===== src/hdl/dcache_pkg.sv =====
// data cache shared types
`default_nettype none

package dcache_pkg;

    ////////////////////
    // data types

    // one data word on the pipeline and memory ports
    typedef logic [31:0] word_t;

    // byte write enables for one word
    typedef logic [3:0] strb_t;

    ////////////////////
    // geometry

    // one lru bit per set only works for two ways
    localparam int num_ways = 2;

    // memory access size code for a full word
    localparam logic [1:0] mem_size_word = 2'd2;

    ////////////////////
    // encodings

    typedef enum logic [1:0] {
        req_read  = 2'd0,
        req_write = 2'd1,
        req_inval = 2'd2
    } req_kind_e;

    typedef enum logic [2:0] {
        st_idle        = 3'd0,
        st_lookup      = 3'd1,
        st_inval       = 3'd2,
        st_miss_r      = 3'd3,
        st_miss_r_wait = 3'd4,
        st_hit_w       = 3'd5,
        st_miss_w      = 3'd6
    } ctrl_state_e;

endpackage

`default_nettype wire


===== src/hdl/dcache_req_buf.sv =====
// request buffer
`timescale 1ns/10ps
`default_nettype none

module dcache_req_buf #(
    parameter int index_width  = 4,
    parameter int offset_width = 2
) (
    input  logic                  clk,
    input  logic                  rstn,
    input  logic                  load,
    input  dcache_pkg::req_kind_e kind_in,
    input  dcache_pkg::word_t     addr_in,
    input  dcache_pkg::word_t     wdata_in,
    input  dcache_pkg::strb_t     wstrb_in,
    output dcache_pkg::req_kind_e kind,
    output dcache_pkg::word_t     addr,
    output dcache_pkg::word_t     wdata,
    output dcache_pkg::strb_t     wstrb,
    output logic [index_width-1:0] new_index,
    output dcache_pkg::word_t     mem_addr
);
    import dcache_pkg::*;

    // lowest address bit above the line offset
    localparam int line_lsb = offset_width + 2;

    always_ff @(posedge clk or negedge rstn) begin
        if (!rstn) begin
            kind <= req_read;
        end else if (load) begin
            kind <= kind_in;
        end
    end

    always_ff @(posedge clk) begin
        if (load) begin
            addr  <= addr_in;
            wdata <= wdata_in;
            wstrb <= wstrb_in;
        end
    end

    // set of the incoming request, for the registered array read
    assign new_index = addr_in[line_lsb +: index_width];

    // writes go out per word, read misses fetch the whole line
    assign mem_addr = (kind == req_write) ? addr : (addr & ~word_t'((1 << line_lsb) - 1));

endmodule

`default_nettype wire


===== config.mk =====
export PLATFORM = sky130hd
export DESIGN_NAME = dcache_req_buf
export DESIGN_NICKNAME = d
export VERILOG_FILES = /design/src/hdl/dcache_pkg.sv /design/src/hdl/dcache_req_buf.sv
export SDC_FILE = /design/constraint.sdc
export NUM_CORES = 1
export LEC_CHECK = 0
export BUFFER_PORTS_ARGS = -buffer_cell sky130_fd_sc_hd__buf_2
export CAP_MARGIN = 20
export CORE_MARGIN = 2
export CORE_UTILIZATION = 40
export DETAILED_ROUTE_END_ITERATION = 7
export PLACE_DENSITY = 0.86
export SYNTH_ARGS = -nofsm -noshare
export SYNTH_HDL_FRONTEND = slang
export SYNTH_SLANG_ARGS = --single-unit

===== constraint.sdc =====
create_clock -name clk -period 1.2 [get_ports clk]
set_clock_uncertainty 0.2 [all_clocks]
set_input_delay 0.12 -clock clk [delete_from_list [all_inputs] [get_ports clk]]
set_output_delay 0.12 -clock clk [all_outputs]
set_load 0.005 [all_outputs]

==> Word level (Yosys, flattened, before mapping) <==
Index checks and enable logic that the tools add are counted.
{ "word_totals": {"regBits": 70, "in_bits": 73, "out_inout_bits": 106} }
{ "op_classes": {"n_eq_ne": 1, "n_mux": 1} }
{ "op_table": {"columns": ["cell", "count"], "rows": [
  ["$mux 4", 1],
  ["$eq 2x1->1 const B", 1]
]} }

==> Longest topological paths before layout <==
Gate-level depths: netlist (run 1).
{ "logic_depth": {"depth_word": 2, "depth_mapped": 1} }

==> Worst setup path before layout (run 1) <==
No wires, ideal clock.
{ "synth_path": {"kind": "reg2reg", "start": "register kind[0] (netlist name)", "end": "register kind[0]", "setup_time_ps": 125, "arrival_time_ps": 660, "required_time_ps": 875, "setup_slack_ps": 215, "path_stages_with_launch": 2, "cell_sequence": "dfrtp_1 -> mux2_4"} }
{ "synth_lines": {"columns": ["element", "line_no", "source"], "rows": [
  ["end signal: assignment", "dcache_req_buf.sv:30", "kind <= req_read;"],
  ["end signal: assignment", "dcache_req_buf.sv:32", "kind <= kind_in;"],
  ["end: declaration", "dcache_req_buf.sv:16", "output dcache_pkg::req_kind_e kind,"]
]} }

==> Worst setup path in the final report (run 1) <==
{ "layout_path": {"start": "register kind[1]", "end": "output mem_addr[0]"} }
{ "layout_via": {"elab_chain_len": 2} }
{ "layout_lines": {"columns": ["element", "line_no", "source"], "rows": [
  ["$eq 2x1->1", "dcache_req_buf.sv:48", "assign mem_addr = (kind == req_write) ? addr : (addr & ~word_t'((1 << line_lsb) - 1));"],
  ["$mux 4", "dcache_req_buf.sv:48", null],
  ["end: declaration", "dcache_req_buf.sv:21", "output dcache_pkg::word_t mem_addr"]
]} }
No other way between the ends.

==> results.tsv, run 1 <==
stage	metric	value	unit
status	status	complete, but fails checks	
status	violations	setup timing	
placed_design	dp_cells	332	
layout	final_cell_mix	178 x buf_2, 72 x dlygate4sd3_1, 68 x edfxtp_1, 11 x clkbuf_8	
placed_design	portBuffers	178	
global_route	grtUsageTotal	17.5	%
drt	routedWlPerCell	14.5	um
floorplan	std_cell_rows	28	
drt	drt_iter0_drc	52	
layout	final_core_util	70.0	%
layout	final_common_cell	buf_2	
drt	drt-total-wl	6110	um
placed_design	routabilityCongestion	0.686	
clock_tree	cts.reportedPaths.clkPinSlew	0.07	ns
flow_run	cap_viol_max_count	0	
power_and_ir_drop	finalPower	5.32	mW
floorplan	coreArea	0.00585	mm2
clock_tree	clock_path_buffers	2	
worst_setup_path	path_class	reg -> out	
worst_setup_path	cp_max_fo	5	
floorplan	ioPinCount	179	
layout	syn_to_final_growth	70.9	%
min_path	hp-class	in -> reg	
placed_design	placed_area	0.00319	mm2
power_and_ir_drop	powerDensity	1300	mW/mm2
floorplan	start_util	41.0	%
worst_setup_path	cp-start-kind	flip-flop	
clock_tree	cts_resized	0	
clock_tree	htree_levels	3	
timing	hold_viol_final	0	
global_route	antenna_found_initial	0	
yosys	yosysSeqAreaShare	87.3	%
timing	setup_slack	-0.208	ns
worst_setup_path	required	0.88	ns
layout	final_cells	422	
timing	timing.slew.headroom	86.2	%
worst_setup_path	cp-end-kind	output port	
timing	finalCritPeriodShare	117	%
clock_tree	cts_buffers	9	
timing	grt_setup_unrepaired	true	
placed_design	pre_cts_slack	0.101	ns
layout	antenna_cells	0	
timing	tns	-1.05	ns
drt	avgViaCountPerCell	4.31	
clock_tree	cts_tree	done	
yosys	synth_cell_types	5	
layout	nets	415	
timing	fin_crit	1.41	ns
clock_tree	clkSinkCount	70	
timing	slew_viol_final	0	
drt	first_pass_iters	4	
yosys	synth_cells	108	
power_and_ir_drop	leakage	1.86	nW
floorplan	chipHeight	81.4	um
worst_setup_path	worstPathArrival	1.09	ns
yosys	syn_nets	181	
timing	fin_hold_ws	0.0757	ns
global_route	grt_pass1_vias	1744	
layout	drive_gt1_share	56.8	%
floorplan	die_area	0.00663	mm2
global_route	grt.overflow.total	0	
global_route	grt_pass1_wl	8170	um
yosys	ys_seq_elements	70	
drt	ant_nets	0	
timing	fmax	0.710	GHz
floorplan	die_w	81.4	um
timing	setup_violations	9	
drt	drcViolationCount	0	
yosys	synth_area_per_cell	22.2	um2
drt	vias	1817	
worst_setup_path	r2r_slack	0.06	ns
power_and_ir_drop	ir_worst_vdd	0.000841	V
clock_tree	clockRootBuffer	clkbuf_8	
layout	final_area	0.00410	mm2
global_route	grt_start_max_net_pins	41	
yosys	syn_area	0.00240	mm2
clock_tree	clk_latency	0.32	ns
yosys	yosys_warnings	0	
timing	tightest_slew	0.207	ns
[metal layers]
| metal | wire length [um] | up-vias | GRT usage, % |
|---|---|---|---|
| met5 | 0 | - | 0 |
| met4 | 159 | 0 | 11.2 |
| met3 | 613 | 16 | 5.49 |
| met2 | 3400 | 116 | 32.0 |
| met1 | 1940 | 844 | 16.8 |
| li1 | - | 841 | - |
[flip-flops by register name, summed over array words and instances, names as in the netlist]
name / flops
addr: 32
wstrb: 4
wdata: 32
kind: 2
[path summary, 6_finish.rpt]
path / startpoint / end / cells past startpoint
worst max-delay path: kind[1]$_DFFE_PN0P_ / mem_addr[0] / 2
min in group asynchronous: rstn / kind[1]$_DFFE_PN0P_ / 3
worst min-delay path: load / addr[28]$_DFFE_PP_ / 2
worst max register to register: kind[0]$_DFFE_PN0P_ / kind[0]$_DFFE_PN0P_ / 2
worst min register to register: kind[1]$_DFFE_PN0P_ / kind[1]$_DFFE_PN0P_ / 2
max in group asynchronous: rstn / kind[0]$_DFFE_PN0P_ / 3
[cells by family after synthesis]
kind of cell | share of synthesized area [%]
flops | 87.3
simple gates | 1.46
buf+inv | 10.0
mux | 1.25
[cell usage after synthesis (all sizes together)]
master  instances  area share [%]
and3b           4             1.5
edfxtp         68              85
buf            32              10
dfrtp           2             2.1
mux2            2             1.3
[layout make-up]
| class | count | area, um2 |
|---|---|---|
| Sequential cell | 70 | 2090 |
| Clock inverter | 1 | 5.00 |
| Timing Repair Buffer | 255 | 1670 |
| Fill cell | 392 | 1750 |
| Tap cell | 75 | 93.8 |
| Multi-Input combinational cell | 6 | 65.1 |
| Clock buffer | 15 | 166 |
[where the power goes]
group	switching (mW)	internal, mW
logic	0.268	0.448
clock network	0.770	0.865
registers	0.0697	2.90
total	1.11	4.21
[critical path: stages, from the launching register on]
cell and delay [ns]:
dfrtp_1 0.42, and3b_1 0.23, buf_2 0.11
[timing repair]
item	in CTS	in global routing
hold buffers	72	0
endpoints found under the setup margin	21	66
cloned	0	0
hold endpoints to repair	72	0
setup buffers	2	0
Note: power is estimated with default switching activity, not from simulation.
==> run 2, diff against run 1 <==
- CORE_MARGIN: 2 -> default
- REMOVE_ABC_BUFFERS: default -> 1
==> results.tsv, run 2 (synthesis results as in run 1) <==
stage	metric	value	unit	change
status	status	complete, but fails checks		unchanged
status	violations	setup timing		unchanged
layout	seq_area	0.00209	mm2	unchanged
global_route	grtUsageMet2	36.8	%	was 32.0%
global_route	grtUsageTotal	19.5	%	was 17.5%
clock_tree	clockRootBuffer	clkbuf_8		unchanged
floorplan	die_area	0.00631	mm2	was 0.00663 mm2
worst_setup_path	required	0.88	ns	about the same
worst_setup_path	r2r_slack	-0.04	ns	was 0.06 ns
placed_design	routabilityCongestion	0.679		was 0.686
drt	first_pass_iters	4		unchanged
layout	final_cell_mix	178 x buf_2, 72 x dlygate4sd3_1, 68 x edfxtp_1, 9 x clkbuf_8, 5 x buf_4		was 178 x buf_2, 72 x dlygate4sd3_1, 68 x edfxtp_1, 11 x clkbuf_8
layout	syn_to_final_growth	73.7	%	was 70.9%
drt	ant_nets	0		unchanged
layout	final_common_cell	buf_2		unchanged
power_and_ir_drop	powerDensity	1360	mW/mm2	was 1300 mW/mm2
drt	routedWlPerCell	14.6	um	was 14.5 um
global_route	grt_start_max_net_pins	26		was 41
global_route	grt_use_met3	6.97	%	was 5.49%
global_route	grt_pass1_wl	8690	um	was 8170 um
drt	vias	1775		was 1817
clock_tree	clock_path_buffers	2		unchanged
layout	final_core_util	73.8	%	was 70.0%
worst_setup_path	path_class	reg -> out		unchanged
min_path	hold_end	addr[24]$_DFFE_PP_		was addr[28]$_DFFE_PP_
clock_tree	clkSinkCount	70		unchanged
timing	fin_hold_ws	0.0228	ns	was 0.0757 ns
layout	final_cells	423		was 422
power_and_ir_drop	leakage	1.90	nW	was 1.86 nW
timing	fmax	0.730	GHz	was 0.710 GHz
timing	tightest_slew	0.324	ns	was 0.207 ns
flow_run	cap_viol_max_count	0		unchanged
clock_tree	htree_levels	3		unchanged
worst_setup_path	worstPathArrival	1.05	ns	was 1.09 ns
layout	fillers	343		was 392
timing	setup_violations	10		was 9
floorplan	chipHeight	79.4	um	was 81.4 um
drt	drcViolationCount	0		unchanged
placed_design	dp_cells	331		was 332
layout	reg.largest.list	addr x32, wdata x32, wstrb x4		unchanged
floorplan	die_w	79.4	um	was 81.4 um
min_path	hp-class	in -> reg		unchanged
worst_setup_path	r2r_end	kind[0]$_DFFE_PN0P_		unchanged
clock_tree	cts.reportedPaths.clkPinSlew	0.07	ns	about the same
worst_setup_path	cp-start-kind	flip-flop		unchanged
clock_tree	cts_tree	done		unchanged
placed_design	portBuffers	178		unchanged
min_path	min_from	load		unchanged
global_route	grt_pass1_vias	1815		was 1744
worst_setup_path	reg2reg_from	kind[0]$_DFFE_PN0P_		unchanged
layout	final_area	0.00416	mm2	was 0.00410 mm2
timing	tns	-0.992	ns	was -1.05 ns
timing	fin_crit	1.37	ns	was 1.41 ns
timing	finalCritPeriodShare	114	%	was 117%
drt	drt_iter0_drc	25		was 52
clock_tree	cts_buffers	9		unchanged
global_route	grt.overflow.total	0		unchanged
worst_setup_path	cp_max_fo	5		unchanged
timing	setup_slack	-0.169	ns	was -0.208 ns
min_path	holdPathStages	2		unchanged
global_route	antenna_found_initial	1		was 0
drt	avgViaCountPerCell	4.20		was 4.31
floorplan	start_util	42.5	%	was 41.0%
global_route	grtUsageMet1	18.3	%	was 16.8%
placed_design	pre_cts_slack	0.110	ns	was 0.101 ns
power_and_ir_drop	finalPower	5.65	mW	was 5.32 mW
worst_setup_path	cp-end-kind	output port		unchanged
floorplan	coreArea	0.00564	mm2	was 0.00585 mm2
drt	drt-total-wl	6190	um	was 6110 um
clock_tree	cts_resized	0		unchanged
timing	grt_setup_unrepaired	true		unchanged
clock_tree	clk_latency	0.32	ns	about the same
layout	drive_gt1_share	57.4	%	was 56.8%
placed_design	place_hpwl	3960	um	
global_route	top_usage_layer	met2		unchanged
timing	slew_viol_final	0		unchanged
timing	timing.slew.headroom	78.4	%	was 86.2%
timing	hold_viol_final	0		unchanged
layout	nets	418		was 415
power_and_ir_drop	ir_worst_vdd	0.000898	V	was 0.000841 V
floorplan	std_cell_rows	27		was 28
layout	multi_input_area	65.1	um2	unchanged
worst_setup_path	r2r_cells	3		was 2
placed_design	placed_area	0.00321	mm2	was 0.00319 mm2
floorplan	ioPinCount	179		unchanged
run 2: how the worst max path moves through the flow:
stage	startpoint	to	slack, ns	depth (start not counted)
floorplan	kind[0]$_DFFE_PN0P_	kind[0]$_DFFE_PN0P_	0.22	1
global placement	load	addr[16]$_DFFE_PP_	0.13	2
detailed placement	load	addr[8]$_DFFE_PP_	0.11	2
CTS	kind[1]$_DFFE_PN0P_	mem_addr[0]	-0.18	2
global route	kind[1]$_DFFE_PN0P_	mem_addr[0]	-0.22	2
finish	kind[1]$_DFFE_PN0P_	mem_addr[3]	-0.17	2
run 2: area by class of cell:
cell class | instances | share of cell area [%]
multi-input combinational | 6 | 1.56
timing repair buffer | 258 | 41.0
clock buffer | 11 | 3.16
tap | 72 | 2.16
antenna | 1 | 0.0601
clock inverter | 5 | 1.77
sequential | 70 | 50.2
run 2: metal layers:
layer  share of wire (%)  wire [um]
met1                  34       2120
met2                  54       3320
met3                  10        617
met4                 2.1        132
met5                   0          0
run 2: timing repair:
item,CTS,global route
hold buffers,72,0
setup buffers,3,0
setup endpoints to repair,18,57
gates cloned,0,0
hold endpoints to repair,72,0
run 2: power by group:
part / switching (mW) / internal [mW] / total [mW]
logic: 0.273 / 0.461 / 0.734
registers: 0.0706 / 2.90 / 2.97
clock network: 0.792 / 1.16 / 1.95
total: 1.14 / 4.52 / 5.65
run 2: critical path, stage by stage (launching register included):
cell and delay (ns):
dfrtp_1 0.41, and3b_1 0.21, buf_2 0.10
