$ cat src/hdl/dcache_pkg.sv
// data cache shared types
`default_nettype none

package dcache_pkg;

    ////////////////////
    // data types

    // one data word on the pipeline and memory ports
    typedef logic [31:0] word_t;

    // byte write enables for one word
    typedef logic [3:0] strb_t;

    ////////////////////
    // geometry

    // one lru bit per set only works for two ways
    localparam int num_ways = 2;

    // memory access size code for a full word
    localparam logic [1:0] mem_size_word = 2'd2;

    ////////////////////
    // encodings

    typedef enum logic [1:0] {
        req_read  = 2'd0,
        req_write = 2'd1,
        req_inval = 2'd2
    } req_kind_e;

    typedef enum logic [2:0] {
        st_idle        = 3'd0,
        st_lookup      = 3'd1,
        st_inval       = 3'd2,
        st_miss_r      = 3'd3,
        st_miss_r_wait = 3'd4,
        st_hit_w       = 3'd5,
        st_miss_w      = 3'd6
    } ctrl_state_e;

endpackage

`default_nettype wire

$ cat src/hdl/dcache_array_if.sv
// array command interface
`timescale 1ns/10ps
`default_nettype none

interface dcache_array_if #(
    parameter int index_width  = 4,
    parameter int offset_width = 2
);
    import dcache_pkg::*;

    // commands from the controller, one cycle each
    logic [num_ways-1:0] data_we;
    logic                refill;
    logic                inval;
    logic                touch;
    logic                take_return;

    // lookup result of the buffered set
    logic [num_ways-1:0] hit;
    logic                victim;

    // tag must keep at least one bit above index and offset
    if (index_width + offset_width + 2 >= 32) begin : g_width_check
        $error("index and offset widths leave no tag bits");
    end

    modport ctrl (output data_we, refill, inval, touch, take_return, input hit, victim);
    modport ways (input data_we, refill, inval, touch, take_return, output hit, victim);

endinterface

`default_nettype wire

$ cat src/hdl/dcache_ctrl.sv
// data cache controller
`timescale 1ns/10ps
`default_nettype none

module dcache_ctrl (
    input  logic                  clk,
    input  logic                  rstn,
    input  logic                  valid,
    input  dcache_pkg::req_kind_e kind_new,
    input  dcache_pkg::req_kind_e kind_buf,
    input  logic                  mem_addr_ok,
    input  logic                  mem_data_ok,
    output logic                  ready,
    output logic                  stall,
    output logic                  load_buf,
    output logic                  rdata_valid,
    output logic                  mem_req,
    output logic                  mem_wr,
    output logic [1:0]            mem_size,
    dcache_array_if.ctrl          arr
);
    import dcache_pkg::*;

    ctrl_state_e state;
    ctrl_state_e next_state;
    ctrl_state_e accept_state;
    logic        any_hit;

    assign any_hit = |arr.hit;

    // where a new request goes once the current one is done
    always_comb begin
        if (!valid) begin
            accept_state = st_idle;
        end else if (kind_new == req_inval) begin
            accept_state = st_inval;
        end else begin
            accept_state = st_lookup;
        end
    end

    ////////////////////
    // state register

    always_ff @(posedge clk or negedge rstn) begin
        if (!rstn) begin
            state <= st_idle;
        end else begin
            state <= next_state;
        end
    end

    always_comb begin
        next_state = state;
        case (state)
            st_idle: begin
                next_state = accept_state;
            end
            st_lookup: begin
                if (kind_buf == req_write) begin
                    next_state = any_hit ? st_hit_w : st_miss_w;
                end else begin
                    // read hit lets the next request in right away
                    next_state = any_hit ? accept_state : st_miss_r;
                end
            end
            st_inval: begin
                next_state = st_idle;
            end
            st_miss_r: begin
                if (mem_addr_ok) begin
                    next_state = st_miss_r_wait;
                end
            end
            st_miss_r_wait: begin
                if (mem_data_ok) begin
                    next_state = accept_state;
                end
            end
            st_hit_w, st_miss_w: begin
                if (mem_addr_ok) begin
                    next_state = accept_state;
                end
            end
            default: begin
                next_state = st_idle;
            end
        endcase
    end

    ////////////////////
    // outputs and array commands

    always_comb begin
        ready           = 1'b0;
        rdata_valid     = 1'b0;
        mem_req         = 1'b0;
        mem_wr          = 1'b0;
        arr.data_we     = '0;
        arr.refill      = 1'b0;
        arr.inval       = 1'b0;
        arr.touch       = 1'b0;
        arr.take_return = 1'b0;
        case (state)
            st_idle: begin
                ready = 1'b1;
            end
            st_lookup: begin
                arr.touch = any_hit;
                if (next_state == st_hit_w) begin
                    // merge lands on the edge closing lookup
                    arr.data_we = arr.hit;
                end else if (any_hit) begin
                    ready       = 1'b1;
                    rdata_valid = 1'b1;
                end
            end
            st_inval: begin
                arr.inval = 1'b1;
            end
            st_miss_r: begin
                mem_req = 1'b1;
            end
            st_miss_r_wait: begin
                if (next_state != st_miss_r_wait) begin
                    ready                   = 1'b1;
                    rdata_valid             = 1'b1;
                    arr.refill              = 1'b1;
                    arr.take_return         = 1'b1;
                    arr.touch               = 1'b1;
                    arr.data_we[arr.victim] = 1'b1;
                end
            end
            st_hit_w, st_miss_w: begin
                mem_req = 1'b1;
                mem_wr  = 1'b1;
                ready   = mem_addr_ok;
            end
            default: begin
                ready = 1'b0;
            end
        endcase
    end

    assign stall    = ~ready;
    assign load_buf = ready & valid;
    assign mem_size = mem_size_word;

    ////////////////////
    // checks

    // a line lives in one way only
    a_one_hit: assert property (@(posedge clk) disable iff (!rstn)
        !(arr.hit[0] && arr.hit[1]));

    a_req_hold: assert property (@(posedge clk) disable iff (!rstn)
        mem_req && !mem_addr_ok |=> mem_req);

    // a read miss keeps the pipeline waiting until the line returns
    a_no_ready_miss: assert property (@(posedge clk) disable iff (!rstn)
        state == st_miss_r |=> !ready || mem_data_ok);

endmodule

`default_nettype wire

$ cat src/flat_wrapper.sv
// flat-port wrapper written by rule: the top's interface ports become plain ports
module dcache_ctrl_flat import dcache_pkg::*;
  (clk, rstn, valid, kind_new, kind_buf, mem_addr_ok, mem_data_ok, ready, stall, load_buf, rdata_valid, mem_req, mem_wr, mem_size, arr_data_we, arr_refill, arr_inval, arr_touch, arr_take_return, arr_hit, arr_victim);
  dcache_array_if arr_i ();
  input  logic clk;
  input  logic rstn;
  input  logic valid;
  input  dcache_pkg::req_kind_e kind_new;
  input  dcache_pkg::req_kind_e kind_buf;
  input  logic mem_addr_ok;
  input  logic mem_data_ok;
  output logic ready;
  output logic stall;
  output logic load_buf;
  output logic rdata_valid;
  output logic mem_req;
  output logic mem_wr;
  output logic [1:0] mem_size;
  output wire logic [$bits(arr_i.data_we)-1:0] arr_data_we;
  output wire logic [$bits(arr_i.refill)-1:0] arr_refill;
  output wire logic [$bits(arr_i.inval)-1:0] arr_inval;
  output wire logic [$bits(arr_i.touch)-1:0] arr_touch;
  output wire logic [$bits(arr_i.take_return)-1:0] arr_take_return;
  input wire logic [$bits(arr_i.hit)-1:0] arr_hit;
  input wire logic [$bits(arr_i.victim)-1:0] arr_victim;
  assign arr_data_we = arr_i.data_we;
  assign arr_refill = arr_i.refill;
  assign arr_inval = arr_i.inval;
  assign arr_touch = arr_i.touch;
  assign arr_take_return = arr_i.take_return;
  assign arr_i.hit = arr_hit;
  assign arr_i.victim = arr_victim;
  dcache_ctrl u_core (.clk(clk), .rstn(rstn), .valid(valid), .kind_new(kind_new), .kind_buf(kind_buf), .mem_addr_ok(mem_addr_ok), .mem_data_ok(mem_data_ok), .ready(ready), .stall(stall), .load_buf(load_buf), .rdata_valid(rdata_valid), .mem_req(mem_req), .mem_wr(mem_wr), .mem_size(mem_size), .arr(arr_i));
endmodule
$ cat config.mk
export PLATFORM = sky130hd
export DESIGN_NAME = dcache_ctrl_flat
export DESIGN_NICKNAME = d
export VERILOG_FILES = /design/src/hdl/dcache_pkg.sv /design/src/hdl/dcache_array_if.sv /design/src/hdl/dcache_ctrl.sv /design/src/flat_wrapper.sv
export SDC_FILE = /design/constraint.sdc
export NUM_CORES = 1
export LEC_CHECK = 0
export ABC_AREA = 1
export BUFFER_PORTS_ARGS = -buffer_cell sky130_fd_sc_hd__buf_2
export CAP_MARGIN = 20
export CORE_AREA = 5 5 42 44
export CTS_BUF_LIST = sky130_fd_sc_hd__clkbuf_4 sky130_fd_sc_hd__clkbuf_8
export DETAILED_ROUTE_END_ITERATION = 8
export DIE_AREA = 0 0 47 49
export PLACE_DENSITY_LB_ADDON = 0.25
export SLEW_MARGIN = 10
export SYNTH_ARGS = -nofsm -noshare
export SYNTH_HDL_FRONTEND = slang
export SYNTH_SLANG_ARGS = --single-unit
$ cat constraint.sdc
create_clock -name clk -period 1.7 [get_ports clk]
set_input_delay 0.17 -clock clk [delete_from_list [all_inputs] [get_ports clk]]
set_output_delay 0.17 -clock clk [all_outputs]
set_load 0.005 [all_outputs]
Word-level counts from Yosys, hierarchy flattened
Index checks and enable logic that the tools add are counted.
Widths: inputs -> output; s select.

storage, ports and cells
  flip-flop bits (word level) = 3
  bits in latches = 0
  RAM bits = 0
  memory bits (read-only) = 0
  input bits = 12
  output and inout bits = 14
  logic and storage cells = 44
  memories = 0

operators by class
  add/sub/neg operators = 0
  $mul = 0
  div/mod/pow operators = 0
  order comparisons = 2
  eq/ne operators = 10
  shifts and indexed selects = 0
  multiplexer cells = 24
  bitwise gates (word level) = 2
  reductions and logical operators = 5

operators by type and width
  operator            number
  $mux 3              5
  $pmux 3 s5          1
  $eq 3x3->1 const B  4
  $mux 2              5
  $mux 1              8
  $eq 3x2->1 const B  2
  $pmux 1 s2          2
  $pmux 1 s4          1
  $pmux 2 s2          1
  $reduce_or 2->1     2
  $eq 3x1->1 const B  1
  $logic_not 3->1     1
  $ne 3x3->1 const B  1
  $reduce_or 3->1     1
  $eq 2x1->1 const B  1
  $eq 2x2->1 const B  1
  $lt 1x2->1 const B  1
  $and 1x1->1         1
  $demux 1 s1         1
  $ge 1x1->1 const B  1
  $logic_and 1x1->1   1
  $not 1->1           1

Logic depth before layout (Yosys ltp)
  word-level depth = 10
  mapped depth = 13
  gate-level depth less buffers = 13

Worst setup path after synthesis
No wires, ideal clock.

  kind = register -> output
  start = reg u_core.state[0]
  end = out load_buf
  data arrival time = 1.257 ns
  required time = 1.530 ns
  path slack = 0.273 ns
  cell stages (with the launch flop) = 14
  buffers on the path = 0
  cells stage by stage = dfrtp_1 -> nand2_1 -> clkinv_1 -> nand2_2 -> nand2_2 -> nand2_2 -> nand2_2 -> nand2_1 -> nand2_2 -> nand2_2 -> nand2_2 -> nand3_2 -> nand2_1 -> inv_1

between the ends
  cells in the longest elaborated chain, start to end = 7
  elaborated cells between the ends (all ways) = 17
  those cells by class = 7 x eq/ne; 7 x mux; 1 x bitwise; 2 x reduce/logical

RTL lines
  what                                             RTL line                                source
  start: declaration                               dcache_ctrl.sv:24                       ctrl_state_e state;
  start signal: assignment                         dcache_ctrl.sv:47                       state <= st_idle;
  start signal: assignment                         dcache_ctrl.sv:49                       state <= next_state;
  $eq 3x3->1                                       dcache_ctrl.sv:55                       case (state)
  $reduce_or 2->1                                  dcache_ctrl.sv:55
  $pmux 3 s5 (*)                                   dcache_ctrl.sv:55
  via u_core.next_state[0]                         dcache_ctrl.sv:25                       ctrl_state_e next_state;
  $ne 3x3->1 / $eq 3x3->1 (equally long branches)  dcache_ctrl.sv:125, dcache_ctrl.sv:110
  $mux 1, on equally long branches                 dcache_ctrl.sv:125, dcache_ctrl.sv:110
  $pmux 1 s4 (*)                                   dcache_ctrl.sv:104                      case (state)
  via ready                                        flat_wrapper.sv:12                      output logic ready;
  $and 1x1->1 (*)                                  dcache_ctrl.sv:146                      assign load_buf = ready & valid;
  end: declaration                                 flat_wrapper.sv:14                      output logic load_buf;

Mark *: on every way through the listed nets, which the timed path passes. The rest lies on a longest branch.

Final worst setup path
  start = reg u_core.state[1]
  end = out load_buf

between the ends
  cells in the longest elaborated chain, start to end = 7
  elaborated cells between the ends (all ways) = 17
  those cells by class = 7 x eq/ne; 7 x mux; 1 x bitwise; 2 x reduce/logical

RTL lines
  what                                             RTL line
  $eq 3x3->1                                       dcache_ctrl.sv:55
  $reduce_or 2->1                                  dcache_ctrl.sv:55
  $pmux 3 s5 (*)                                   dcache_ctrl.sv:55
  via u_core.next_state[0]                         dcache_ctrl.sv:25
  $ne 3x3->1 / $eq 3x3->1 (equally long branches)  dcache_ctrl.sv:125, dcache_ctrl.sv:110
  $mux 1, on equally long branches                 dcache_ctrl.sv:125, dcache_ctrl.sv:110
  $pmux 1 s4 (*)                                   dcache_ctrl.sv:104
  $and 1x1->1 (*)                                  dcache_ctrl.sv:146

Marks and branches as above.

==> flow_metrics.py <==
metrics = {
    "global_routing": {
        "grt_start_max_net_pins": 6,
        "first_global_vias": 527,
        "antenna_found_initial": 0,
        "grt_pass1_wl_um": 1897,
        "groute.usage.overall": 0.1029,
        "grt_overflow": 0,
    },
    "worst_setup_path": {
        "path_delay_family": "simple AND/OR/NAND/NOR gates",
        "critPathArrivalTime_ns": 1.67,
        "startpoint_type": "flop",
        "crit_path_max_fanout": 4,
        "crit_chain": "inv_2 > nand2_2 > nand3_2 > nand2_2 > nand2_2 > nand2_2 > nand2_1 > nand2_2 > nand2_4 > nand2_4 > nand3_4 > nand2_1 > inv_1 > buf_2",
        "timing.reg2reg.setup_slack_ns": 0.31,
        "cp_buf_inv_count": 3,
        "crit_path_frequent_cell": "sky130_fd_sc_hd__nand2_2",
        "cp-end-kind": "primary output",
        "critical_path.max_stage_delay_ns": 0.40,
        "critPathKind": "flop to primary output",
        "cpMaxStageDelayCell": "sky130_fd_sc_hd__dfrtp_1",
        "timing.critical_path.required_ns": 1.53,
    },
    "sta": {
        "timing.fmax_mhz": 544.0,
        "slew_viol_final": 0,
        "layout_min_cycle_time_ns": 1.838,
        "post-route-period-util": 1.081,
        "fin_skew_ns": 0.003400,
        "finalWorstSetupSlack_ns": -0.1383,
        "finalHoldViolations": 0,
        "unrepaired_setup_endpoints_after_global_routing": "true",
        "setup-violations-final": 6,
    },
    "clocking": {
        "clkSlewWorstSetupHoldPaths_ns": 0.04,
        "ctsLongestPathBuffers": 2,
        "clkLatencyLatePin_ns": 0.23,
        "cts_root_buf": "sky130_fd_sc_hd__clkbuf_4",
        "h-tree-depth": 1,
        "cts_made_buffers": 3,
        "cts_tree": "done",
        "cts_num_sinks": 3,
    },
    "cells_and_area": {
        "finalNetCount": 123,
        "synthToLayoutAreaGrowth_pct": 59.13,
        "antennaDiodeCount": 0,
        "max_ffs_per_register": 3,
        "share_of_post_route_cells_with_drive_strength_above_1": 0.5091,
        "largest_registers": "u_core.state x3",
        "fin_util": 0.4902,
        "largest_register": "u_core.state",
    },
    "logic_synthesis": {
        "yosys_register_bits": 3,
        "synthesis.instances": 79,
        "share_of_the_synthesized_area_in_compound_gates_ao_oa_aoi_oai": 0.1188,
        "ys_top_cells_by_count": "sky130_fd_sc_hd__nand2_1 (21), sky130_fd_sc_hd__inv_1 (16), sky130_fd_sc_hd__nand2_2 (8)",
        "netlist.top_cell.by_area": "sky130_fd_sc_hd__nand2_1",
        "yosys_most_used_dff": "sky130_fd_sc_hd__dfrtp_1",
        "synth_simple_gate_area_frac": 0.4725,
        "ys_seq_area_frac": 0.1739,
        "synth.most_common_cell": "sky130_fd_sc_hd__nand2_1",
        "postSynth.asyncResetShare": 1.000,
        "synth-xor-area-share": 0,
        "synth.mux.area_fraction": 0,
        "yosysUniqueCellTypes": 19,
        "yosysWarningCount": 0,
        "synth-adder-area-share": 0,
        "main_combinational_cell_family_by_area_after_synthesis": "simple AND/OR/NAND/NOR gates",
        "ys_top_cells_by_area": "sky130_fd_sc_hd__nand2_1 (18%), sky130_fd_sc_hd__dfrtp_1 (17%), sky130_fd_sc_hd__inv_1 (14%)",
        "synth_edf_count": 0,
        "syn_area_um2": 431.7,
        "synth_area_per_cell_um2": 5.464,
        "synthDominantCellAreaShare": 0.1826,
        "postSynthNetCount": 91,
    },
    "die": {
        "die_y_um": 49,
        "area_of_the_placeable_core_um2": 1401,
        "die-width_um": 47,
        "dieArea_um2": 2303,
        "effective_utilization_at_floorplan": 0.3080,
        "design.portCount": 26,
        "core.rowCount": 14,
    },
    "route": {
        "wl_met3_um": 42,
        "antenna_left": 0,
        "routed_wl_um": 1160,
        "vias_per_cell": 4.373,
        "top_signal_layer_used": "met3",
        "wire_per_inst_um": 9.206,
        "drt_first_pass_iters": 3,
        "m1WireLength_um": 481,
        "wl_met2_um": 636,
        "detailedRoute.firstIterationViolations": 8,
        "via_count": 551,
        "drc_errors": 0,
    },
    "power": {
        "fin_total_pwr_mw": 1.044,
        "total_leakage_power_nw": 0.4314,
        "peak_vdd_ir_mv": 0.7548,
        "power-per-cell-area_nw_per_um2": 1519,
    },
    "hold_path": {
        "class_of_the_tightest_hold_or_removal_check": "input pin to flop",
    },
    "place": {
        "dpl_ws_ns": 0.05334,
        "gpl.final_weighted_congestion": 0.7759,
        "port_buffers": 23,
        "dp.final_hpwl_um": 960.5,
    },
    "run_status": {
        "outcome": "complete, but fails checks",
        "failing_checks": "negative setup slack",
    },
    "run": {
        "maxCapViolCount": 0,
    },
}
layout by cell type (no fill, tap or decap), drive strengths merged:
cell type / count
clkinv: 2
nand3: 3
a22oi: 1
nor2: 9
nand2: 29
dlygate4sd3: 1
o2111ai: 1
nor3: 1
dfrtp: 3
buf: 29
nand4: 1
clkbuf: 4
inv: 17
a21oi: 2
conb: 2
o21ai: 5
routing by layer:
layer | global-route usage | vias to the layer above
met3 | 0.003690 | 0
met4 | 0.04147 | 0
met2 | 0.1787 | 10
met1 | 0.1256 | 249
li1 | - | 292
met5 | 0 | -
worst register-to-register path, stage by stage (launching register included):
cell and delay [ns]:
sky130_fd_sc_hd__dfrtp_1 0.41, sky130_fd_sc_hd__inv_2 0.10, sky130_fd_sc_hd__nand2_2 0.09, sky130_fd_sc_hd__nand4_1 0.13, sky130_fd_sc_hd__nand2_2 0.09, sky130_fd_sc_hd__a21oi_2 0.13
sky130_fd_sc_hd__nand2_2 0.09, sky130_fd_sc_hd__buf_4 0.13, sky130_fd_sc_hd__buf_4 0.12
report_power, final:
group	switching, mW	leakage, nW	internal, mW	total, mW
combinational	0.407	0.377	0.344	0.751
sequential	0.0516	0.0365	0.106	0.157
clock	0.0313	0.0184	0.103	0.135
metrics by stage:
step | hold WS (ns) | setup TNS [ns] | std cells | cell area, um2
floorplan | -0.1256 | 0 | 79 | 431.7
global placement | -0.03611 | 0 | 115 | 544.3
detailed placement | -0.03255 | 0 | 115 | 544.3
CTS | 0.2308 | -0.6535 | 124 | 616.8
global route | 0.2631 | -1.148 | 126 | 686.9
finish | 0.2402 | -0.5213 | 126 | 686.9
area by class of cell:
class	instances	area, um2
timing repair buffer	30	170.2
multi-input combinational	54	317.8
tap	16	20.02
sequential	3	77.57
inverter	19	71.32
clock buffer	4	30.03
fill	158	714.4
path summary, 6_finish.rpt:
path,from,endpoint,cells after the start
worst max-delay path,u_core.state[1]$_DFF_PN0_,load_buf,14
worst min-delay path,kind_new[0],u_core.state[1]$_DFF_PN0_,4
worst max register to register,u_core.state[1]$_DFF_PN0_,u_core.state[0]$_DFF_PN0_,8
worst min register to register,u_core.state[1]$_DFF_PN0_,u_core.state[1]$_DFF_PN0_,2
max in group asynchronous,rstn,u_core.state[2]$_DFF_PN0_,2
min in group asynchronous,rstn,u_core.state[1]$_DFF_PN0_,2
what timing repair did:
item	CTS	global route
setup endpoints to repair	6	6
buffers inserted	4	2
pin swaps	3	7
endpoints found under the hold margin	3	0
gates resized for setup	2	14
hold buffers	1	0
logic make-up (layout without fill, tap and decap cells):
kind of cell / Yosys count / in the layout
and+or+nand+nor: 43 / 43
buffers and inverters: 22 / 53
AOI/OAI and AO/OA: 9 / 9
DFF: 3 / 3
other: 2 / 2
No activity file was read; power rests on OpenSTA's default activity.
